**src/hw/spu_decode_pkg.sv**
```systemverilog
package spu_decode_pkg;

	localparam int instr_w    = 32;
	localparam int reg_addr_w = 7;	// 128 registers
	localparam int imm7_w     = 7;
	localparam int imm10_w    = 10;
	localparam int imm16_w    = 16;
	localparam int imm18_w    = 18;

	typedef logic [instr_w-1:0]    instr_word_t;
	typedef logic [reg_addr_w-1:0] reg_addr_t;
	typedef logic [imm7_w-1:0]     imm7_t;
	typedef logic [imm10_w-1:0]    imm10_t;
	typedef logic [imm16_w-1:0]    imm16_t;
	typedef logic [imm18_w-1:0]    imm18_t;

	// operand format, picks which fields the unpacker pulls out
	typedef enum logic [2:0] {
		fmt_none = 3'd0,	// no opcode matched
		fmt_rrr  = 3'd1,	// rt, rb, ra, rc
		fmt_ri18 = 3'd2,	// rt + imm18
		fmt_ri10 = 3'd3,	// rt, ra + imm10
		fmt_ri16 = 3'd4,	// rt + imm16
		fmt_rr   = 3'd5,	// rt, ra, rb
		fmt_ri7  = 3'd6,	// rt, ra + shift count
		fmt_r1   = 3'd7	// rt, ra
	} op_fmt_t;

	typedef struct packed {
		logic      valid;
		logic      known;
		op_fmt_t   fmt;
		logic      use_ra;
		logic      use_rb;
		logic      use_rc;
		reg_addr_t rt;
		reg_addr_t ra;
		reg_addr_t rb;
		reg_addr_t rc;
		imm7_t     imm7;
		imm10_t    imm10;
		imm16_t    imm16;
		imm18_t    imm18;
	} decoded_t;

	// 4-bit opcodes, bits 3..0
	localparam logic [3:0] op_mpya = 4'b1100;	// multiply and add
	localparam logic [3:0] op_fma  = 4'b1110;	// floating multiply and add
	localparam logic [3:0] op_fms  = 4'b1111;	// floating multiply and subtract

	// 7-bit opcodes, bits 6..0
	localparam logic [6:0] op_ila = 7'b0100001;	// immediate load address

	// 8-bit opcodes, bits 7..0
	localparam logic [7:0] op_ahi    = 8'b00011101;	// add halfword imm
	localparam logic [7:0] op_ai     = 8'b00011100;	// add word imm
	localparam logic [7:0] op_sfhi   = 8'b00001101;	// subtract from halfword imm
	localparam logic [7:0] op_sfi    = 8'b00001100;	// subtract from word imm
	localparam logic [7:0] op_andhi  = 8'b00010101;
	localparam logic [7:0] op_andi   = 8'b00010100;
	localparam logic [7:0] op_orhi   = 8'b00000101;
	localparam logic [7:0] op_ori    = 8'b00000100;
	localparam logic [7:0] op_xorhi  = 8'b01000101;
	localparam logic [7:0] op_xori   = 8'b01000100;
	localparam logic [7:0] op_ceqhi  = 8'b01111101;	// compare equal
	localparam logic [7:0] op_ceqi   = 8'b01111100;
	localparam logic [7:0] op_cgthi  = 8'b01001101;	// compare greater than
	localparam logic [7:0] op_cgti   = 8'b01001100;
	localparam logic [7:0] op_clgthi = 8'b01011101;	// compare logical greater than
	localparam logic [7:0] op_clgti  = 8'b01011100;
	localparam logic [7:0] op_andbi  = 8'b00010110;	// and byte imm
	localparam logic [7:0] op_mpyi   = 8'b01110100;
	localparam logic [7:0] op_mpyui  = 8'b01110101;
	localparam logic [7:0] op_ceqbi  = 8'b01111110;	// compare equal byte imm

	// 9-bit opcodes, bits 8..0
	localparam logic [8:0] op_ilh  = 9'b010000011;	// immediate load halfword
	localparam logic [8:0] op_ilhu = 9'b010000010;	// immediate load halfword upper
	localparam logic [8:0] op_il   = 9'b010000001;	// immediate load word
	localparam logic [8:0] op_iohl = 9'b011000001;	// immediate or halfword lower

	// 11-bit opcodes with two source registers
	localparam logic [10:0] op_ah    = 11'b00011001000;	// add halfword
	localparam logic [10:0] op_a     = 11'b00011000000;	// add word
	localparam logic [10:0] op_sfh   = 11'b00001001000;
	localparam logic [10:0] op_sf    = 11'b00001000000;
	localparam logic [10:0] op_cg    = 11'b00011000010;	// carry generate
	localparam logic [10:0] op_and   = 11'b00011000001;
	localparam logic [10:0] op_andc  = 11'b01011000001;	// and with complement
	localparam logic [10:0] op_or    = 11'b00001000001;
	localparam logic [10:0] op_orc   = 11'b01011001001;
	localparam logic [10:0] op_xor   = 11'b01001000001;
	localparam logic [10:0] op_nand  = 11'b00011001001;
	localparam logic [10:0] op_nor   = 11'b00001001001;
	localparam logic [10:0] op_ceqh  = 11'b01111001000;
	localparam logic [10:0] op_ceq   = 11'b01111000000;
	localparam logic [10:0] op_cgth  = 11'b01001001000;
	localparam logic [10:0] op_cgt   = 11'b01001000000;
	localparam logic [10:0] op_clgth = 11'b01011001000;
	localparam logic [10:0] op_clgt  = 11'b01011000000;
	localparam logic [10:0] op_shlh  = 11'b00001011111;	// shift left halfword
	localparam logic [10:0] op_shl   = 11'b00001011011;
	localparam logic [10:0] op_roth  = 11'b00001011100;	// rotate halfword
	localparam logic [10:0] op_rot   = 11'b00001011000;
	localparam logic [10:0] op_mpy   = 11'b01111000100;
	localparam logic [10:0] op_mpyu  = 11'b01111001100;
	localparam logic [10:0] op_fa    = 11'b01011000100;	// floating add
	localparam logic [10:0] op_fs    = 11'b01011000101;
	localparam logic [10:0] op_fm    = 11'b01011000110;
	localparam logic [10:0] op_avgb  = 11'b00011010011;	// average bytes
	localparam logic [10:0] op_absdb = 11'b00001010011;	// abs differences of bytes
	localparam logic [10:0] op_sumb  = 11'b01001010011;	// sum bytes into halfwords
	localparam logic [10:0] op_ceqb  = 11'b01111010000;

	// 11-bit shift and rotate immediates, count in bits 17..11
	localparam logic [10:0] op_shlhi = 11'b00001111111;
	localparam logic [10:0] op_shli  = 11'b00001111011;
	localparam logic [10:0] op_rothi = 11'b00001111100;
	localparam logic [10:0] op_roti  = 11'b00001111000;

	// 11-bit single source ops
	localparam logic [10:0] op_clz  = 11'b01010100101;	// count leading zeros
	localparam logic [10:0] op_cntb = 11'b01010110100;	// count ones in bytes

endpackage

```
**src/hw/spu_opcode_matcher.sv**
```systemverilog
`timescale 1ns/1ns

module spu_opcode_matcher import spu_decode_pkg::*; (
	input  instr_word_t instr,
	output op_fmt_t     fmt
);

	op_fmt_t fmt4;
	op_fmt_t fmt7;
	op_fmt_t fmt8;
	op_fmt_t fmt9;
	op_fmt_t fmt11;

	// 4-bit group, multiply-add family
	always_comb begin
		case (instr[3:0])
			op_mpya,
			op_fma,
			op_fms:  fmt4 = fmt_rrr;
			default: fmt4 = fmt_none;
		endcase
	end

	always_comb begin
		case (instr[6:0])
			op_ila:  fmt7 = fmt_ri18;
			default: fmt7 = fmt_none;
		endcase
	end

	// 8-bit group, all 10-bit immediates
	always_comb begin
		case (instr[7:0])
			op_ahi,
			op_ai,
			op_sfhi,
			op_sfi,
			op_andhi,
			op_andi,
			op_orhi,
			op_ori,
			op_xorhi,
			op_xori,
			op_ceqhi,
			op_ceqi,
			op_cgthi,
			op_cgti,
			op_clgthi,
			op_clgti,
			op_andbi,
			op_mpyi,
			op_mpyui,
			op_ceqbi: fmt8 = fmt_ri10;
			default:  fmt8 = fmt_none;
		endcase
	end

	// 9-bit group, immediate loads
	always_comb begin
		case (instr[8:0])
			op_ilh,
			op_ilhu,
			op_il,
			op_iohl: fmt9 = fmt_ri16;
			default: fmt9 = fmt_none;
		endcase
	end

	// 11-bit group, mixed formats
	always_comb begin
		case (instr[10:0])
			op_ah,
			op_a,
			op_sfh,
			op_sf,
			op_cg,
			op_and,
			op_andc,
			op_or,
			op_orc,
			op_xor,
			op_nand,
			op_nor,
			op_ceqh,
			op_ceq,
			op_cgth,
			op_cgt,
			op_clgth,
			op_clgt,
			op_shlh,
			op_shl,
			op_roth,
			op_rot,
			op_mpy,
			op_mpyu,
			op_fa,
			op_fs,
			op_fm,
			op_avgb,
			op_absdb,
			op_sumb,
			op_ceqb:  fmt11 = fmt_rr;
			op_shlhi,
			op_shli,
			op_rothi,
			op_roti:  fmt11 = fmt_ri7;	// count sits where rb would
			op_clz,
			op_cntb:  fmt11 = fmt_r1;
			default:  fmt11 = fmt_none;
		endcase
	end

	// shortest opcode wins
	always_comb begin
		if (fmt4 != fmt_none) begin
			fmt = fmt4;
		end else if (fmt7 != fmt_none) begin
			fmt = fmt7;
		end else if (fmt8 != fmt_none) begin
			fmt = fmt8;
		end else if (fmt9 != fmt_none) begin
			fmt = fmt9;
		end else begin
			fmt = fmt11;	// fmt_none if nothing hit
		end
	end

endmodule

```
**src/hw/spu_operand_unpack.sv**
```systemverilog
`timescale 1ns/1ns

module spu_operand_unpack import spu_decode_pkg::*; (
	input  logic        clk,
	input  logic        reset,
	input  logic        instr_valid,
	input  instr_word_t instr,
	input  op_fmt_t     fmt,
	output decoded_t    dec
);

	decoded_t dec_nxt;

	always_comb begin
		dec_nxt = '0;	// unused fields stay zero
		if (instr_valid) begin
			dec_nxt.valid = 1'b1;
			dec_nxt.known = (fmt != fmt_none);
			dec_nxt.fmt   = fmt;
			case (fmt)
				fmt_rrr: begin
					// rt lives low in this format
					dec_nxt.rt     = instr[10:4];
					dec_nxt.rb     = instr[17:11];
					dec_nxt.ra     = instr[24:18];
					dec_nxt.rc     = instr[31:25];
					dec_nxt.use_ra = 1'b1;
					dec_nxt.use_rb = 1'b1;
					dec_nxt.use_rc = 1'b1;
				end
				fmt_ri18: begin
					dec_nxt.imm18 = instr[24:7];
					dec_nxt.rt    = instr[31:25];
				end
				fmt_ri10: begin
					dec_nxt.imm10  = instr[17:8];
					dec_nxt.ra     = instr[24:18];
					dec_nxt.rt     = instr[31:25];
					dec_nxt.use_ra = 1'b1;
				end
				fmt_ri16: begin
					dec_nxt.imm16 = instr[24:9];
					dec_nxt.rt    = instr[31:25];
				end
				fmt_rr: begin
					dec_nxt.rb     = instr[17:11];
					dec_nxt.ra     = instr[24:18];
					dec_nxt.rt     = instr[31:25];
					dec_nxt.use_ra = 1'b1;
					dec_nxt.use_rb = 1'b1;
				end
				fmt_ri7: begin
					dec_nxt.imm7   = instr[17:11];	// shift / rotate count
					dec_nxt.ra     = instr[24:18];
					dec_nxt.rt     = instr[31:25];
					dec_nxt.use_ra = 1'b1;
				end
				fmt_r1: begin
					dec_nxt.ra     = instr[24:18];
					dec_nxt.rt     = instr[31:25];
					dec_nxt.use_ra = 1'b1;
				end
				default: begin
					// unknown word, only valid is reported
				end
			endcase
		end
	end

	// decode / register fetch boundary
	always_ff @(posedge clk) begin
		if (reset) begin
			dec <= '0;
		end else begin
			dec <= dec_nxt;
		end
	end

endmodule

```
**src/hw/spu_instr_decoder.sv**
```systemverilog
`timescale 1ns/1ns

module spu_instr_decoder import spu_decode_pkg::*; (
	input  logic        clk,
	input  logic        reset,
	input  logic        instr_valid,
	input  instr_word_t instr,
	output decoded_t    dec
);

	op_fmt_t fmt;	// combinational match result

	spu_opcode_matcher u_matcher (
		.instr (instr),
		.fmt   (fmt)
	);

	// field split and output register
	spu_operand_unpack u_unpack (
		.clk         (clk),
		.reset       (reset),
		.instr_valid (instr_valid),
		.instr       (instr),
		.fmt         (fmt),
		.dec         (dec)
	);

endmodule

```
**config.mk**
```make
export PLATFORM = sky130hd
export DESIGN_NAME = spu_instr_decoder
export DESIGN_NICKNAME = d
export VERILOG_FILES = /design/src/hw/spu_decode_pkg.sv /design/src/hw/spu_opcode_matcher.sv /design/src/hw/spu_operand_unpack.sv /design/src/hw/spu_instr_decoder.sv
export SDC_FILE = /design/constraint.sdc
export NUM_CORES = 1
export LEC_CHECK = 0
export BUFFER_PORTS_ARGS = -buffer_cell sky130_fd_sc_hd__buf_4
export CORE_MARGIN = 1.5
export CORE_UTILIZATION = 30
export DETAILED_ROUTE_END_ITERATION = 8
export PLACE_DENSITY = 0.57
export SETUP_SLACK_MARGIN = 0.1
export SLEW_MARGIN = 20
export SYNTH_ARGS = -nofsm -noshare
export SYNTH_HDL_FRONTEND = slang
export SYNTH_SLANG_ARGS = --single-unit
```
**constraint.sdc**
```tcl
create_clock -name clk -period 5.8 [get_ports clk]
set_input_delay 1.16 -clock clk [delete_from_list [all_inputs] [get_ports clk]]
set_output_delay 1.16 -clock clk [all_outputs]
set_load 0.1 [all_outputs]
```
==> reports/qor.yml <==
logic_synthesis:
  synth_edf_count: 0
  synth_top_area_share_pct: 50.7
  synthArstFlopShare_pct: 0
  yosys_warnings: 0
  synth_cells: 311
  yosysTopAreaCell: "dfxtp_1"
  synthFlopType: "dfxtp_1"
  synth_area_per_cell_um2: 11.1
  synth_most_common_cell: "dfxtp_1"
  synth_area_mm2: 0.00344
  ys_ff_latch: 87
  yosysSeqAreaShare_pct: 50.7
  ys_types: 54
  ys_top_cells_by_count: "87 x dfxtp_1, 22 x and4_1, 21 x nand2_1, 15 x inv_1"
  ys_top_cells_by_area: "dfxtp_1 51%, a2111oi_2 6.1%, and4_1 5.6%, and3_1 2.5%, o311ai_4 2.3%"
  syn-num-nets: 346
route:
  ant_nets: 0
  wire_per_inst_um: 16.3
  firstDrtPassIters: 4
  drtIter0Drc: 150
  route.detailed.drc: 0
  via_per_inst: 4.91
  vias: 2757
  wl_mm: 9.13
critical_path:
  cp_max_fo: 29
  required_ps: 6070
  startpoint_type: "input pin"
  arrival_ps: 3450
  crit_slowest_cell: "nor2_1"
  crit_path_end_kind: "flop"
  path_class: "in2reg"
  critical_path.max_stage_delay_ps: 770
  crit_family: "simple AND/OR/NAND/NOR gates"
  crit_start: "reset"
  crit_chain: "buf_4, nand2b_2, nor2_1, o311ai_4, inv_2, and4_1"
  critPathBufInv: 2
global_route:
  antenna_found_initial: 0
  grt_pass1_wl_mm: 14.0
  grt_overflow: 0
  track_usage_pct: 15.3
  grt_pass1_vias: 2651
  grt_max_degree: 48
power:
  leakagePower_nw: 2.02
  p_per_area_mw_per_mm2: 285
  ir_drop_v: 0.000141
  power_mw: 1.34
clocking:
  clkTransAtPathRegs_ps: 70
  numCtsBuffers: 9
  post_cts.repair.setup_buffers: 0
  cts_tree: "built"
  clockBufferDepth: 2
  cts_sinks: 87
  cts_resized: 0
  hold_buffers: 0
  htreeDepth: 3
  cts_root_buf: "clkbuf_16"
placed_design:
  dp_slack_ps: 2280
  io_buffers: 121
  gp_congestion: 0.773
  post-dp-hpwl_mm: 6.76
  dp.cells: 545
  place_area_mm2: 0.00441
final_layout:
  fin_area_mm2: 0.00472
  largestRegisters: "u_unpack.dec x87"
  regArea_mm2: 0.00174
  multiInputGateArea_mm2: 0.00150
  layout.cells.non_filler: 561
  layout-drive-gt1-share_pct: 41.3
  top_register: "u_unpack.dec"
  insertedDiodeCount: 0
  largest_reg_flops: 87
  final_nets: 451
  syn2layout_area_growth_pct: 37.2
  post-route-util_pct: 43.0
  fillCellCount: 1067
min_path:
  hold_start: "instr[18]"
  hold_path.class: "in2reg"
sta:
  whs_ps: 1060
  rsz0062_at_grt: "no"
  drv_slew: 0
  fmax_mhz: 315
  relSlewSlack_pct: 29.5
  timing.final.ws_setup_ps: 2630
  fin_crit_sh_pct: 54.7
  setup_violations: 0
  tightest_slew_ps: 1060
  period_needed_ps: 3170
  finalHoldViolCount: 0
  fin_setup_tns_ps: 0
floorplan:
  die_x_um: 110
  io_pins: 122
  start_util_pct: 31.3
  fp.dieH_um: 110
  die_area_mm2: 0.0121
  core_mm2: 0.0110
  rows: 38
run_status:
  status: "finished clean"
job:
  drv_cap: 0
cell usage in the layout, fill, tap and decap left out, types with 9 or more instances in the layout:
master     Yosys  layout
dfxtp_1       87      87
inv_1         15      15
a21oi_1       13      13
nand2_1       21      21
and2_1        11      11
buf_4          5     124
a2111oi_2     14      14
clkbuf_16      0       9
and4_1        22      22
and3_1        14      14
worst paths after layout:
kind | to | slack [ps] | cells past startpoint
max | u_unpack.dec[23]$_SDFF_PP0_ | 2630 | 6
min | u_unpack.dec[11]$_SDFF_PP0_ | 1060 | 2
final cells by class:
type / instances / share of cell area [%]
clock buffer: 10 / 4.85
clock inverter: 6 / 1.59
inverter: 18 / 1.43
multi-input combinational: 176 / 31.8
sequential: 87 / 36.9
tap: 140 / 3.71
timing repair buffer: 124 / 19.7
logic make-up after synthesis:
group,after synthesis,synth area share [%]
AO/OA/AOI/OAI,57,18.2
XOR/XNOR,1,0.473
buffers and inverters,48,6.66
flip-flops,87,50.7
multiplexers,2,0.655
AND/OR/NAND/NOR,116,23.3
report_power, final:
part / total (mW) / switching, mW / internal, mW
sequential: 0.606 / 0.00201 / 0.604
combinational: 0.158 / 0.113 / 0.0447
clock: 0.580 / 0.239 / 0.341
total: 1.34 / 0.354 / 0.989
per-layer routing:
metal	routed length, um	vias up	global-route usage [%]
li1	-	1366	-
met4	112	0	4.08
met3	725	10	5.11
met2	4430	86	25.9
met5	0	-	0
met1	3870	1295	18.4
Power figures use the tool's default switching activity.
